==> config.mk <==
export PLATFORM = sky130hd
export DESIGN_NAME = dma_desc_wrap
export DESIGN_NICKNAME = d
export VERILOG_FILES = /design/src/source/dma_pkg.sv /design/src/source/dma_fifo.sv /design/src/source/desc_frontend.sv /design/src/source/copy_backend.sv /design/src/source/mem_arbiter.sv /design/src/source/dma_desc_wrap.sv
export SDC_FILE = /design/constraint.sdc
export NUM_CORES = 1
export LEC_CHECK = 0
export CAP_MARGIN = 25
export CELL_PAD_IN_SITES_DETAIL_PLACEMENT = 1
export CELL_PAD_IN_SITES_GLOBAL_PLACEMENT = 1
export CORE_ASPECT_RATIO = 0.75
export CORE_MARGIN = 2
export CORE_UTILIZATION = 36
export DETAILED_ROUTE_END_ITERATION = 6
export DONT_BUFFER_PORTS = 1
export GPL_TIMING_DRIVEN = 0
export HOLD_SLACK_MARGIN = 0.15
export MAX_ROUTING_LAYER = met4
export PLACE_DENSITY_LB_ADDON = 0.1
export SYNTH_ARGS = -nofsm -noshare
export SYNTH_HDL_FRONTEND = slang
export SYNTH_SLANG_ARGS = --single-unit
==> constraint.sdc <==
create_clock -name i_idma_backend -period 10.6 [get_ports i_idma_backend]
set_clock_uncertainty 0.15 [all_clocks]
set_input_delay 2.12 -clock i_idma_backend [delete_from_list [all_inputs] [get_ports i_idma_backend]]
set_output_delay 2.12 -clock i_idma_backend [all_outputs]
set_load 0.1 [all_outputs]
==> src/source/dma_pkg.sv <==
//~~~~~~~~~~~~~~~~~~~~~~~~~~~~~~~~~~~~~~~~~~~~~~~~
// Shared widths, descriptor layout, register map and
// queue depths of the descriptor DMA engine. Modules
// import it inside their body.
//~~~~~~~~~~~~~~~~~~~~~~~~~~~~~~~~~~~~~~~~~~~~~~~~

package dma_pkg;

  localparam int unsigned AddrWidth = 32;  // Word addresses
  localparam int unsigned DataWidth = 32;
  localparam int unsigned LenWidth  = 16;  // Transfer length in words

  typedef logic [AddrWidth-1:0] addr_t;
  typedef logic [DataWidth-1:0] data_t;
  typedef logic [LenWidth-1:0]  len_t;

  // One word per descriptor field
  localparam int unsigned DescWords = 5;
  localparam int unsigned OffNext   = 0;
  localparam int unsigned OffSrc    = 1;
  localparam int unsigned OffDst    = 2;
  localparam int unsigned OffLen    = 3;
  localparam int unsigned OffFlags  = 4;  // Bit 0 asks for an interrupt

  localparam data_t CompleteWord = 32'h8000_0000;
  localparam addr_t EndOfChain   = '1;

  // Register map
  localparam int unsigned RegDescAddr = 0;  // Write launches a chain
  localparam int unsigned RegStatus   = 1;  // Count in 15:8, busy in 0

  localparam int unsigned InputFifoDepth   = 2;
  localparam int unsigned BufferDepth      = 4;
  localparam int unsigned OutstandingDepth = 4;

endpackage

==> src/source/dma_fifo.sv <==
//~~~~~~~~~~~~~~~~~~~~~~~~~~~~~~~~~~~~~~~~~~~~~~~~
// Synchronous circular-buffer FIFO with a usage count.
// The entry type is a parameter, so one block queues
// addresses, data words and read owners.
//~~~~~~~~~~~~~~~~~~~~~~~~~~~~~~~~~~~~~~~~~~~~~~~~

`timescale 1ns/1ps

module dma_fifo #(
  parameter type         entry_t = logic,
  parameter int unsigned Depth   = 2
) (
  input  logic                       i_idma_backend,
  input  logic                       reset_i,
  input  logic                       push_i,
  input  entry_t                     data_i,
  output logic                       full_o,
  input  logic                       pop_i,
  output entry_t                     data_o,
  output logic                       empty_o,
  output logic [$clog2(Depth+1)-1:0] usage_o
);

  localparam int unsigned PtrWidth = (Depth > 1) ? $clog2(Depth) : 1;

  entry_t                     mem_q [Depth];
  logic [PtrWidth-1:0]        wr_ptr_q, rd_ptr_q;
  logic [$clog2(Depth+1)-1:0] count_q;
  logic                       do_push, do_pop;

  assign full_o  = (count_q == Depth);
  assign empty_o = (count_q == '0);
  assign usage_o = count_q;
  assign data_o  = mem_q[rd_ptr_q];
  assign do_push = push_i & ~full_o;  // A push into a full queue is lost
  assign do_pop  = pop_i & ~empty_o;

  always_ff @(posedge i_idma_backend) begin
    if (reset_i) begin
      wr_ptr_q <= '0;
      rd_ptr_q <= '0;
      count_q  <= '0;
    end else begin
      if (do_push) wr_ptr_q <= (wr_ptr_q == PtrWidth'(Depth - 1)) ? '0 : wr_ptr_q + 1'b1;
      if (do_pop) rd_ptr_q <= (rd_ptr_q == PtrWidth'(Depth - 1)) ? '0 : rd_ptr_q + 1'b1;
      if (do_push != do_pop) count_q <= do_push ? count_q + 1'b1 : count_q - 1'b1;
    end
  end

  always_ff @(posedge i_idma_backend) begin
    if (do_push) mem_q[wr_ptr_q] <= data_i;
  end

endmodule

==> src/source/desc_frontend.sv <==
//~~~~~~~~~~~~~~~~~~~~~~~~~~~~~~~~~~~~~~~~~~~~~~~~
// Descriptor frontend. Takes chain addresses from the
// register port, fetches each descriptor, hands the copy
// to the backend, then writes the completion word back
// and raises the interrupt when the descriptor asks.
//~~~~~~~~~~~~~~~~~~~~~~~~~~~~~~~~~~~~~~~~~~~~~~~~

`timescale 1ns/1ps

module desc_frontend (
  input  logic           i_idma_backend,
  input  logic           reset_i,
  input  logic           reg_valid_i,
  input  logic           reg_write_i,
  input  dma_pkg::addr_t reg_addr_i,
  input  dma_pkg::data_t reg_wdata_i,
  output dma_pkg::data_t reg_rdata_o,
  output logic           reg_ready_o,
  output logic           fe_req_o,
  output logic           fe_we_o,
  output dma_pkg::addr_t fe_addr_o,
  output dma_pkg::data_t fe_wdata_o,
  input  logic           fe_gnt_i,
  input  logic           fe_rvalid_i,
  input  dma_pkg::data_t fe_rdata_i,
  output dma_pkg::addr_t xfer_src_o,
  output dma_pkg::addr_t xfer_dst_o,
  output dma_pkg::len_t  xfer_len_o,
  output logic           xfer_valid_o,
  input  logic           xfer_ready_i,
  input  logic           done_valid_i,
  output logic           done_ready_o,
  input  logic           be_busy_i,
  output logic           irq_o
);
  import dma_pkg::*;

  localparam int unsigned WordCntWidth = $clog2(DescWords + 1);

  typedef enum logic [2:0] {Idle, Fetch, Launch, Wait, WriteBack} state_e;

  state_e                  state_q;
  addr_t                   cur_addr_q, launch_addr;
  data_t                   desc_q [DescWords];
  data_t                   reg_rdata_q, status;
  logic [WordCntWidth-1:0] issued_q, received_q;
  logic [7:0]              done_cnt_q;
  logic                    reg_ready_q, irq_q, reg_accept, busy;
  logic                    launch_empty, launch_pop;

  // Each access is taken once and acknowledged in the next cycle
  assign reg_accept = reg_valid_i & ~reg_ready_q;
  assign busy       = (state_q != Idle) | ~launch_empty | be_busy_i;
  assign status     = {16'b0, done_cnt_q, 7'b0, busy};
  assign launch_pop = (state_q == Idle) & ~launch_empty;

  dma_fifo #(
    .entry_t (addr_t),
    .Depth   (InputFifoDepth)
  ) u_launch_fifo (
    .i_idma_backend (i_idma_backend),
    .reset_i        (reset_i),
    .push_i         (reg_accept & reg_write_i & (reg_addr_i == RegDescAddr)),
    .data_i         (reg_wdata_i),
    .full_o         (),
    .pop_i          (launch_pop),
    .data_o         (launch_addr),
    .empty_o        (launch_empty),
    .usage_o        ()
  );

  assign fe_req_o   = ((state_q == Fetch) && (issued_q != DescWords)) || (state_q == WriteBack);
  assign fe_we_o    = (state_q == WriteBack);
  assign fe_addr_o  = cur_addr_q + (fe_we_o ? AddrWidth'(OffFlags) : AddrWidth'(issued_q));
  assign fe_wdata_o = CompleteWord;

  assign xfer_src_o   = desc_q[OffSrc];
  assign xfer_dst_o   = desc_q[OffDst];
  assign xfer_len_o   = desc_q[OffLen][LenWidth-1:0];
  assign xfer_valid_o = (state_q == Launch);
  assign done_ready_o = (state_q == Wait);
  assign reg_ready_o  = reg_ready_q;
  assign reg_rdata_o  = reg_rdata_q;
  assign irq_o        = irq_q;

  always_ff @(posedge i_idma_backend) begin
    if (reset_i) begin
      state_q     <= Idle;
      issued_q    <= '0;
      received_q  <= '0;
      done_cnt_q  <= '0;
      reg_ready_q <= 1'b0;
      irq_q       <= 1'b0;
    end else begin
      reg_ready_q <= reg_accept;
      irq_q       <= 1'b0;
      unique case (state_q)
        Idle: if (!launch_empty) state_q <= Fetch;
        Fetch: begin
          if (fe_gnt_i) issued_q <= issued_q + 1'b1;
          if (fe_rvalid_i) begin
            received_q <= received_q + 1'b1;
            if (received_q == WordCntWidth'(DescWords - 1)) state_q <= Launch;
          end
        end
        Launch: if (xfer_ready_i) state_q <= Wait;
        Wait: if (done_valid_i) state_q <= WriteBack;
        WriteBack: if (fe_gnt_i) begin
          irq_q      <= desc_q[OffFlags][0];
          done_cnt_q <= done_cnt_q + 1'b1;
          issued_q   <= '0;
          received_q <= '0;
          state_q    <= (desc_q[OffNext] == EndOfChain) ? Idle : Fetch;  // Follow the chain
        end
        default: state_q <= Idle;
      endcase
    end
  end

  always_ff @(posedge i_idma_backend) begin
    if (launch_pop) cur_addr_q <= launch_addr;
    else if ((state_q == WriteBack) && fe_gnt_i) cur_addr_q <= desc_q[OffNext];
    if ((state_q == Fetch) && fe_rvalid_i) desc_q[received_q] <= fe_rdata_i;
    if (reg_accept) reg_rdata_q <= (!reg_write_i && reg_addr_i == RegStatus) ? status : '0;
  end

endmodule

==> src/source/copy_backend.sv <==
//~~~~~~~~~~~~~~~~~~~~~~~~~~~~~~~~~~~~~~~~~~~~~~~~
// Word-copy backend. Reads source words into a small
// data FIFO and writes them to the destination, one
// transfer at a time, then reports completion.
//~~~~~~~~~~~~~~~~~~~~~~~~~~~~~~~~~~~~~~~~~~~~~~~~

`timescale 1ns/1ps

module copy_backend (
  input  logic           i_idma_backend,
  input  logic           reset_i,
  input  dma_pkg::addr_t xfer_src_i,
  input  dma_pkg::addr_t xfer_dst_i,
  input  dma_pkg::len_t  xfer_len_i,
  input  logic           xfer_valid_i,
  output logic           xfer_ready_o,
  output logic           done_valid_o,
  input  logic           done_ready_i,
  output logic           be_req_o,
  output logic           be_we_o,
  output dma_pkg::addr_t be_addr_o,
  output dma_pkg::data_t be_wdata_o,
  input  logic           be_gnt_i,
  input  logic           be_rvalid_i,
  input  dma_pkg::data_t be_rdata_i,
  output logic           busy_o
);
  import dma_pkg::*;

  localparam int unsigned CntWidth = $clog2(BufferDepth + 1);

  addr_t               rd_addr_q, wr_addr_q;
  len_t                rd_left_q, wr_left_q;
  logic [CntWidth-1:0] inflight_q, buf_usage;
  logic                active_q, done_q, hold_q, hold_we_q, buf_empty;
  logic                rd_want, wr_want, rd_gnt, wr_gnt, accept;

  // Reads stop once buffered plus outstanding words fill the FIFO
  assign rd_want = active_q && (rd_left_q != '0) && ((buf_usage + inflight_q) < BufferDepth);
  assign wr_want = active_q & ~buf_empty;

  // Writes win, except over a read already waiting for its grant
  assign be_we_o   = hold_q ? hold_we_q : wr_want;
  assign be_req_o  = wr_want | rd_want;
  assign be_addr_o = be_we_o ? wr_addr_q : rd_addr_q;
  assign rd_gnt    = be_gnt_i & ~be_we_o;
  assign wr_gnt    = be_gnt_i & be_we_o;

  assign accept       = xfer_valid_i & xfer_ready_o;
  assign xfer_ready_o = ~active_q & ~done_q;
  assign done_valid_o = done_q;
  assign busy_o       = active_q | done_q;

  dma_fifo #(
    .entry_t (data_t),
    .Depth   (BufferDepth)
  ) u_data_fifo (
    .i_idma_backend (i_idma_backend),
    .reset_i        (reset_i),
    .push_i         (be_rvalid_i),
    .data_i         (be_rdata_i),
    .full_o         (),
    .pop_i          (wr_gnt),
    .data_o         (be_wdata_o),
    .empty_o        (buf_empty),
    .usage_o        (buf_usage)
  );

  always_ff @(posedge i_idma_backend) begin
    if (reset_i) begin
      active_q   <= 1'b0;
      done_q     <= 1'b0;
      hold_q     <= 1'b0;
      hold_we_q  <= 1'b0;
      inflight_q <= '0;
    end else begin
      hold_q    <= be_req_o & ~be_gnt_i;
      hold_we_q <= be_we_o;
      unique case ({rd_gnt, be_rvalid_i})
        2'b10:   inflight_q <= inflight_q + 1'b1;
        2'b01:   inflight_q <= inflight_q - 1'b1;
        default: inflight_q <= inflight_q;
      endcase
      if (accept) begin
        active_q <= (xfer_len_i != '0);
        done_q   <= (xfer_len_i == '0);  // Empty copy is done at once
      end
      if (wr_gnt && (wr_left_q == len_t'(1))) begin
        active_q <= 1'b0;
        done_q   <= 1'b1;
      end
      if (done_q && done_ready_i) done_q <= 1'b0;
    end
  end

  always_ff @(posedge i_idma_backend) begin
    if (accept) begin
      rd_addr_q <= xfer_src_i;
      wr_addr_q <= xfer_dst_i;
      rd_left_q <= xfer_len_i;
      wr_left_q <= xfer_len_i;
    end else begin
      if (rd_gnt) rd_addr_q <= rd_addr_q + 1'b1;
      if (rd_gnt) rd_left_q <= rd_left_q - 1'b1;
      if (wr_gnt) wr_addr_q <= wr_addr_q + 1'b1;
      if (wr_gnt) wr_left_q <= wr_left_q - 1'b1;
    end
  end

endmodule

==> src/source/mem_arbiter.sv <==
//~~~~~~~~~~~~~~~~~~~~~~~~~~~~~~~~~~~~~~~~~~~~~~~~
// Round-robin arbiter joining frontend and backend on
// one memory port. Read owners are queued so that each
// read response goes back to the port that asked.
//~~~~~~~~~~~~~~~~~~~~~~~~~~~~~~~~~~~~~~~~~~~~~~~~

`timescale 1ns/1ps

module mem_arbiter (
  input  logic           i_idma_backend,
  input  logic           reset_i,
  input  logic           fe_req_i,
  input  logic           fe_we_i,
  input  dma_pkg::addr_t fe_addr_i,
  input  dma_pkg::data_t fe_wdata_i,
  output logic           fe_gnt_o,
  output logic           fe_rvalid_o,
  output dma_pkg::data_t fe_rdata_o,
  input  logic           be_req_i,
  input  logic           be_we_i,
  input  dma_pkg::addr_t be_addr_i,
  input  dma_pkg::data_t be_wdata_i,
  output logic           be_gnt_o,
  output logic           be_rvalid_o,
  output dma_pkg::data_t be_rdata_o,
  output logic           mem_req_o,
  output logic           mem_we_o,
  output dma_pkg::addr_t mem_addr_o,
  output dma_pkg::data_t mem_wdata_o,
  input  logic           mem_gnt_i,
  input  logic           mem_rvalid_i,
  input  dma_pkg::data_t mem_rdata_i
);
  import dma_pkg::*;

  logic fe_ok, be_ok, pick_be, sel_q, locked_q;
  logic own_full, own_head, grant_rd;

  // A read competes only while its owner can still be queued
  assign fe_ok = fe_req_i & (fe_we_i | ~own_full);
  assign be_ok = be_req_i & (be_we_i | ~own_full);

  always_comb begin
    if (locked_q) pick_be = sel_q;  // Stalled request stays on the bus
    else if (fe_ok && be_ok) pick_be = ~sel_q;
    else pick_be = be_ok;
  end

  assign mem_req_o   = pick_be ? be_ok : fe_ok;
  assign mem_we_o    = pick_be ? be_we_i : fe_we_i;
  assign mem_addr_o  = pick_be ? be_addr_i : fe_addr_i;
  assign mem_wdata_o = pick_be ? be_wdata_i : fe_wdata_i;
  assign fe_gnt_o    = mem_gnt_i & mem_req_o & ~pick_be;
  assign be_gnt_o    = mem_gnt_i & mem_req_o & pick_be;
  assign grant_rd    = mem_gnt_i & mem_req_o & ~mem_we_o;

  always_ff @(posedge i_idma_backend) begin
    if (reset_i) begin
      sel_q    <= 1'b1;
      locked_q <= 1'b0;
    end else begin
      locked_q <= mem_req_o & ~mem_gnt_i;
      if (mem_req_o) sel_q <= pick_be;
    end
  end

  dma_fifo #(
    .entry_t (logic),
    .Depth   (OutstandingDepth)
  ) u_owner_fifo (
    .i_idma_backend (i_idma_backend),
    .reset_i        (reset_i),
    .push_i         (grant_rd),
    .data_i         (pick_be),
    .full_o         (own_full),
    .pop_i          (mem_rvalid_i),
    .data_o         (own_head),
    .empty_o        (),
    .usage_o        ()
  );

  assign fe_rvalid_o = mem_rvalid_i & ~own_head;
  assign be_rvalid_o = mem_rvalid_i & own_head;
  assign fe_rdata_o  = mem_rdata_i;
  assign be_rdata_o  = mem_rdata_i;

endmodule

==> src/source/dma_desc_wrap.sv <==
//~~~~~~~~~~~~~~~~~~~~~~~~~~~~~~~~~~~~~~~~~~~~~~~~
// Top level of the descriptor DMA engine. Frontend and
// backend share the single memory master port.
//~~~~~~~~~~~~~~~~~~~~~~~~~~~~~~~~~~~~~~~~~~~~~~~~

`timescale 1ns/1ps

module dma_desc_wrap (
  input  logic           i_idma_backend,
  input  logic           reset_i,
  input  logic           reg_valid_i,
  input  logic           reg_write_i,
  input  dma_pkg::addr_t reg_addr_i,
  input  dma_pkg::data_t reg_wdata_i,
  output dma_pkg::data_t reg_rdata_o,
  output logic           reg_ready_o,
  output logic           mem_req_o,
  output logic           mem_we_o,
  output dma_pkg::addr_t mem_addr_o,
  output dma_pkg::data_t mem_wdata_o,
  input  logic           mem_gnt_i,
  input  logic           mem_rvalid_i,
  input  dma_pkg::data_t mem_rdata_i,
  output logic           irq_o
);
  import dma_pkg::*;

  addr_t fe_addr, be_addr, xfer_src, xfer_dst;
  data_t fe_wdata, fe_rdata, be_wdata, be_rdata;
  len_t  xfer_len;
  logic  fe_req, fe_we, fe_gnt, fe_rvalid;
  logic  be_req, be_we, be_gnt, be_rvalid;
  logic  xfer_valid, xfer_ready, done_valid, done_ready, be_busy;

  // Register port and irq_o connect by name
  desc_frontend u_frontend (
    .*,
    .fe_req_o     (fe_req),     .fe_we_o      (fe_we),
    .fe_addr_o    (fe_addr),    .fe_wdata_o   (fe_wdata),
    .fe_gnt_i     (fe_gnt),     .fe_rvalid_i  (fe_rvalid),
    .fe_rdata_i   (fe_rdata),   .be_busy_i    (be_busy),
    .xfer_src_o   (xfer_src),   .xfer_dst_o   (xfer_dst),
    .xfer_len_o   (xfer_len),   .xfer_valid_o (xfer_valid),
    .xfer_ready_i (xfer_ready), .done_valid_i (done_valid),
    .done_ready_o (done_ready)
  );

  copy_backend u_backend (
    .*,
    .xfer_src_i   (xfer_src),   .xfer_dst_i   (xfer_dst),
    .xfer_len_i   (xfer_len),   .xfer_valid_i (xfer_valid),
    .xfer_ready_o (xfer_ready), .done_valid_o (done_valid),
    .done_ready_i (done_ready), .busy_o       (be_busy),
    .be_req_o     (be_req),     .be_we_o      (be_we),
    .be_addr_o    (be_addr),    .be_wdata_o   (be_wdata),
    .be_gnt_i     (be_gnt),     .be_rvalid_i  (be_rvalid),
    .be_rdata_i   (be_rdata)
  );

  // Shared memory port connects by name
  mem_arbiter u_arbiter (
    .*,
    .fe_req_i    (fe_req),    .fe_we_i     (fe_we),
    .fe_addr_i   (fe_addr),   .fe_wdata_i  (fe_wdata),
    .fe_gnt_o    (fe_gnt),    .fe_rvalid_o (fe_rvalid),
    .fe_rdata_o  (fe_rdata),  .be_req_i    (be_req),
    .be_we_i     (be_we),     .be_addr_i   (be_addr),
    .be_wdata_i  (be_wdata),  .be_gnt_o    (be_gnt),
    .be_rvalid_o (be_rvalid), .be_rdata_o  (be_rdata)
  );

endmodule

* Yosys cells after proc, flatten, opt, wreduce, memory -nomap -nowiden *
Memories as Yosys holds them, arrays and structs flattened. A register that Yosys moved wholly into a read port is not among the register bits.
Index checks and enable logic that the tools add are counted.

word-level totals
  flip-flop bits (word level) = 205
  bits in latches = 0
  memory bits (writable) = 356
  memory bits (read-only) = 0
  input port bits = 102
  output and inout bits = 100
  memories = 4

operators by class
  add/subtract/negate cells = 23
  multiply operators = 0
  divide/modulo/power cells = 0
  $lt $le $gt $ge = 1
  eq/ne operators = 28
  shifts and indexed selects = 0
  mux-type cells = 58
  bitwise operators = 49
  reductions and logical operators = 33

memory list
  name                            words  bits a word  read ports  clocked after Yosys merged registers in  wr ports  line                 RTL
  u_frontend.desc_q               5      32           5           1                                        1         desc_frontend.sv:44  data_t desc_q [DescWords];
  u_backend.u_data_fifo.mem_q     4      32           1           1                                        1         dma_fifo.sv:26       entry_t mem_q [Depth];
  u_frontend.u_launch_fifo.mem_q  2      32           1           1                                        1         dma_fifo.sv:26
  u_arbiter.u_owner_fifo.mem_q    4      1            1           1                                        1         dma_fifo.sv:26

operator list
  kind                   number
  $mux 32                9
  $add 32x1->32 const B  2
  $mux 16                4
  $mux 3                 12
  $add 32x32->32         1
  $eq 32x1->1 const B    1
  $eq 32x32->1 const B   1
  $logic_not 32->1       1
  $lt 32x3->1 const B    1
  $reduce_bool 16->1     2
  $sub 16x1->16 const B  2
  $and 1x1->1            25
  $mux 1                 20
  $mux 2                 9
  $not 1->1              18
  $pmux 3 s2             3
  $eq 16x1->1 const B    1
  $logic_not 16->1       1
  $add 3x1->3 const B    5
  $pmux 3 s5             1
  $eq 2x2->1 const B     6
  $eq 3x3->1 const B     4
  $reduce_bool 2->1      6
  $add 2x1->2 const B    5
  other kinds (24)       52

* Longest topological paths before layout *
  depth after elaboration = 16
  gate-level depth with buffers = 14

* By module *
From an unflattened synthesis, not the netlist that was laid out.

second synthesis, totals
  cell total of the unflattened synthesis = 1746
  area total of the unflattened synthesis = 23859.1 sq um

modules (own cells, without submodules)
  module                                instances  cells each  area each (sq um)  seq. area each (sq um)
  desc_frontend                         1          507         7512.2             5004.8
  copy_backend                          1          646         6292.3             3022.9
  dma_fifo at u_backend.u_data_fifo     1          232         5243.8             4023.9
  dma_fifo at u_frontend.u_launch_fifo  1          127         2529.9             2021.9
  mem_arbiter                           1          164         1532.7             40.0
  dma_fifo at u_arbiter.u_owner_fifo    1          70          748.2              300.3

* Least setup slack after synthesis *
No wires, ideal clock.

  path type = register -> output
  start = register u_frontend.state_q[2]
  end = output mem_addr_o[26]
  data arrival time = 4.288 ns
  data required time = 8.330 ns
  path slack = 4.042 ns
  cell stages (with the launch flop) = 14
  buffers on the path = 1
  path through = dfxtp_1 > or3b_2 > clkbuf_1 > and2_1 > ha_1 > inv_1 > fa_1 > nand2b_1 > a21oi_1 > nand3_1 > nor3_1 > nand3_1 > xor2_1 > a21oi_1

between the ends
  cells in the longest elaborated chain, start to end = 8

ends and longest elaborated chain
  element                                                                 line                  RTL
  start: declaration                                                      desc_frontend.sv:42   state_e state_q;
  start signal: assignment                                                desc_frontend.sv:88   state_q <= Idle;
  start signal: assignment                                                desc_frontend.sv:98   Idle: if (!launch_empty) state_q <= Fetch;
  start signal: assignment                                                desc_frontend.sv:103  if (received_q == WordCntWidth'(DescWords - 1)) state_q <= Launch;
  parallel branches: the longest is 7 deep, another holds $add 32x32->32  -
  $mux 32 *                                                               mem_arbiter.sv:51     assign mem_addr_o = pick_be ? be_addr_i : fe_addr_i;
  end: declaration                                                        dma_desc_wrap.sv:19   output dma_pkg::addr_t mem_addr_o,

Every way passes the cells marked *.

* Worst setup path in the final report *
  start = register u_frontend.state_q[2]
  end = output mem_addr_o[24]

Same word-level chain as after synthesis.

==> summary.txt <==
Status
  • Outcome: finished, final reports clean

Yosys
  • Synth Flop Type: edfxtp_1
  • Largest cells by area after synthesis: edfxtp_1 (60%), dfxtp_1 (4.6%), mux4_2 (3.4%), nand2_1 (3.2%), xor2_1 (2.7%)
  • Post-synthesis sequential area ratio: 65.0%
  • Yosys top cell area share: 60.4%
  • Synth Register Bits: 497
  • Post-synthesis cell area: 0.0222 sq mm
  • Distinct cells, synth: 66
  • Synth async-reset ratio: 0%
  • Number of synthesized flops with an enable pin: around 450
  • Adder-Cell Fraction of Synth Area: 1.83%
  • Synth Instances: around 1700
  • Synth warn: 0
  • Post-Synth XOR/XNOR Area: 5.10%
  • Area share of and/or/nand/nor cells after synthesis: approximately 14%
  • Avg Synthesized Cell Area: roughly 13 sq um
  • Complex-gate fraction of the synthesized area: 6.06%
  • Post-synth top area cell: edfxtp_1
  • Post-synthesis mux area share: 5.03%
  • Largest family of logic cells by synthesized area: simple AND/OR/NAND/NOR gates

Placement
  • DP Cell Count: 2622
  • Post-DP Area: 0.0250 sq mm
  • PortBufs: 0
  • DP HPWL: 49900 um
  • Routability cong.: 0.841

Clock tree
  • Postcts setup bufs: 0
  • Clock buffer count from CTS: 52
  • Post-CTS sizing: 0
  • Clock transition at the registers of the reported paths: 0.06 ns
  • Clock Root Buffer: clkbuf_16
  • CTS max path bufs: 3
  • # clock sinks: between 400 and 500
  • CTS tree: built
  • Worst skew pair latency: 0.61 ns
  • Level count of the clock H-tree: 2
  • CTS Hold Buffers Added: 0

Detailed routing
  • First-pass DRT Iterations: 5
  • Vias per cell: 5.27
  • Via count: 14365
  • DRC Markers: 0
  • Total routed wirelength: between 60000 and 70000 um
  • Starting DRT DRC Count: 1250
  • Final ANT Viol Nets: 0
  • Wire length per cell: roughly 24 um

Timing
  • Slew margin rel.: 26.1%
  • Final period demand of the worst path: 7.15 ns
  • Setup TNS Final: 0 ns
  • RSZ-0062 raised after global routing: false
  • Final Hold Vio Count: 0
  • Fin crit share: 67.5%
  • Fmax: 140 MHz
  • Max-slew violations: 0
  • Setup Viol. Count Final: 0
  • Worst-Margin Slew: approximately 1.1 ns

Power
  • Leak: around 8.7 nW
  • Worst VDD drop: 124 uV
  • P per Cell Area: 198 mW/mm^2

Worst setup path
  • Worst R2R Path Depth: 13
  • Req. time, crit path: 8.33 ns
  • R2R Path End: u_arbiter.u_owner_fifo.usage_o[1]
  • Crit Path Category: register to output pin
  • Peak per-stage delay on the critical path: about 0.50 ns
  • Crit-path cells: or3b_2 > clkbuf_1 > and2_1 > ha_1 > inv_1 > fa_1 > nand2b_1 > a21oi_1 > nand3_1 > nor3_1 > xor2_1 > nor2_1 > a31oi_2 > buf_16
  • R2R Setup Slk: 6.53 ns
  • Worst R2R Start: u_backend.u_data_fifo.usage_o[0]
  • Slowest CP cell: nor3_1
  • Crit path capture type: output pin
  • Beginning of the critical path: u_frontend.state_q[2]
  • Crit path max fanout: 10
  • CP Data Arrival Time: 4.88 ns
  • Startpoint types: register

Min path
  • Worst hold path depth: 2
  • Hold Crit Endpoint: u_backend.inflight_q[2]
  • Hold WC Path Type: register to register
  • Hold_sp: u_backend.inflight_q[2]

Floorplan
  • Io pins: 202
  • Core ar.: approximately 0.061 sq mm
  • Full die area: 0.0636 sq mm
  • Row cnt: 78
  • Die W: around 290 um
  • Die Y: 219 um
  • Starting Density: 36.5%

Run
  • Max Cap Viol: 0

Final layout
  • # nets final: between 2000 and 2500
  • Finished Cell Area: roughly 0.027 sq mm
  • Fin util: 44.1%
  • Final Non-Filler Cells: 2725
  • Layout cells sized above 1: between 15 and 20%
  • Area delta synth->final: 20.7%

Global route
  • Grt ovf: 0
  • Largest net degree at the start of global routing: 33
  • GR Util All Layers: 21.4%
  • Vias in the first global route: 14594
  • Global-route wire length before repair: 97200 um
  • Initial antenna violation count: 11
-- worst max path at each step --
| stage | endpoint | slack (ns) | cells after the start |
|---|---|---|---|
| after floorplan | mem_addr_o[26] | 4.04 | 13 |
| after global placement | u_frontend.desc_q[2][25] | 2.22 | 4 |
| after detailed placement | mem_addr_o[24] | 4.12 | 14 |
| after CTS | mem_addr_o[24] | 3.45 | 14 |
| after global routing | mem_addr_o[24] | 3.22 | 14 |
| final | mem_addr_o[24] | 3.45 | 14 |
-- layout make-up --
type,count,area (sq um)
buffer,99,463
clock buffer,60,1350
inverter,29,109
fill,6244,33900
multi-input combinational,1136,7550
antenna,3,7.51
tap,800,1000
timing repair buffer,65,1510
clock inverter,36,359
sequential,497,14400
-- placed cells by master (no fill, tap or decap), drive strengths merged, types with 4 or more instances in the layout --
master	synthesis	final
nand2b	15	15
mux2i	36	36
ha	26	26
xor2	68	68
o31ai	6	6
and2	22	22
conb	1	23
and4	8	8
mux4	33	33
or2	5	5
a21o	4	4
o21ai	75	75
clkinvlp	0	4
a21oi	102	102
nand4	35	35
nand2	190	190
nor2b	40	40
or3	6	6
edfxtp	446	446
clkinv	1	25
xnor2	61	61
nand3b	4	4
inv	28	30
nor4	26	26
nand3	43	43
clkbuf	66	126
bufinv	0	6
or4	8	8
dfxtp	51	51
nor3	33	33
fa	4	4
nor2	150	150
buf	33	98
a31oi	23	23
nor3b	11	11
and3	44	44
-- cells by family after synthesis --
group | Yosys count
flip-flops | 497
AO/OA/AOI/OAI | 236
other | 1
XOR/XNOR | 129
AND/OR/NAND/NOR | 648
buffers and inverters | 128
adder cells (fa/ha/maj) | 30
multiplexers | 70
-- power by group --
part	total, mW	internal [mW]	switching [mW]
clock	1.86	1.06	0.794
combinational	1.09	0.354	0.739
sequential	2.36	2.26	0.0925
total	5.31	3.68	1.63
-- flip-flops by register name, indices dropped and copies added, names as in the netlist, 4 cells and up, named ones only --
name / cells
u_arbiter.u_owner_fifo.mem_q: 4
u_backend.wr_addr_q: 32
u_backend.wr_left_q: 16
u_frontend.u_launch_fifo.mem_q: 64
u_frontend.reg_rdata_o: 9
u_frontend.desc_q: 113
u_backend.rd_left_q: 16
u_frontend.cur_addr_q: 32
u_backend.rd_addr_q: 32
u_backend.u_data_fifo.mem_q: 128
u_frontend.done_cnt_q: 8
-- per-stage QoR --
| step | power [mW] | worst slack (ns) | hold WS [ns] |
|---|---|---|---|
| finish | 5.31 | 3.45 | 0.347 |
| global route | 5.50 | 3.22 | 0.378 |
| CTS | 5.36 | 3.45 | 0.350 |
| detailed placement | 3.49 | 4.12 | 0.339 |
| global placement | 3.25 | 2.22 | 0.334 |
| floorplan | 3.06 | 4.04 | 0.307 |
-- cell usage after synthesis (4+ instances only) --
master    number
a21oi_1      101
and3_1        44
dfxtp_1       51
buf_2          4
nor2b_1       40
nor4_1        25
fa_1           4
clkbuf_1      66
or3_1          6
mux4_2        33
a21o_1         4
mux2i_1       36
buf_1          6
nand3_1       43
ha_1          26
xnor2_1       61
nand4_1       35
nand3b_1       4
buf_4         23
and4_1         8
a31oi_1       22
nor2_1       150
nand2b_1      15
or2_2          4
nor3b_1       10
or4_1          8
nor3_1        33
o21ai_0       75
nand2_1      190
and2_1        22
inv_1         27
xor2_1        68
o31ai_1        4
edfxtp_1     446
-- routing by layer --
| layer | track usage, % | vias to the layer above | part of all wire, % | wire length [um] |
|---|---|---|---|---|
| met1 | 32.4 | 7279 | 51 | 33700 |
| met2 | 29.8 | 379 | 42 | 27800 |
| li1 | - | 6635 | - | - |
| met4 | 4.54 | 0 | 1.6 | 1060 |
| met3 | 3.84 | 72 | 6.1 | 4050 |
| met5 | - | - | 0 | 0 |
-- worst max-delay path: cells and delay by family (launching register included) --
family | cells | cell delay (ns)
AOI/OAI and AO/OA | 2 | 0.73
xor gates and xnor gates | 1 | 0.32
adders and majority gates | 2 | 0.54
buffers and inverters | 3 | 0.73
DFF | 1 | 0.39
and+or+nand+nor | 6 | 1.55
No activity file was read; power rests on OpenSTA's default activity.
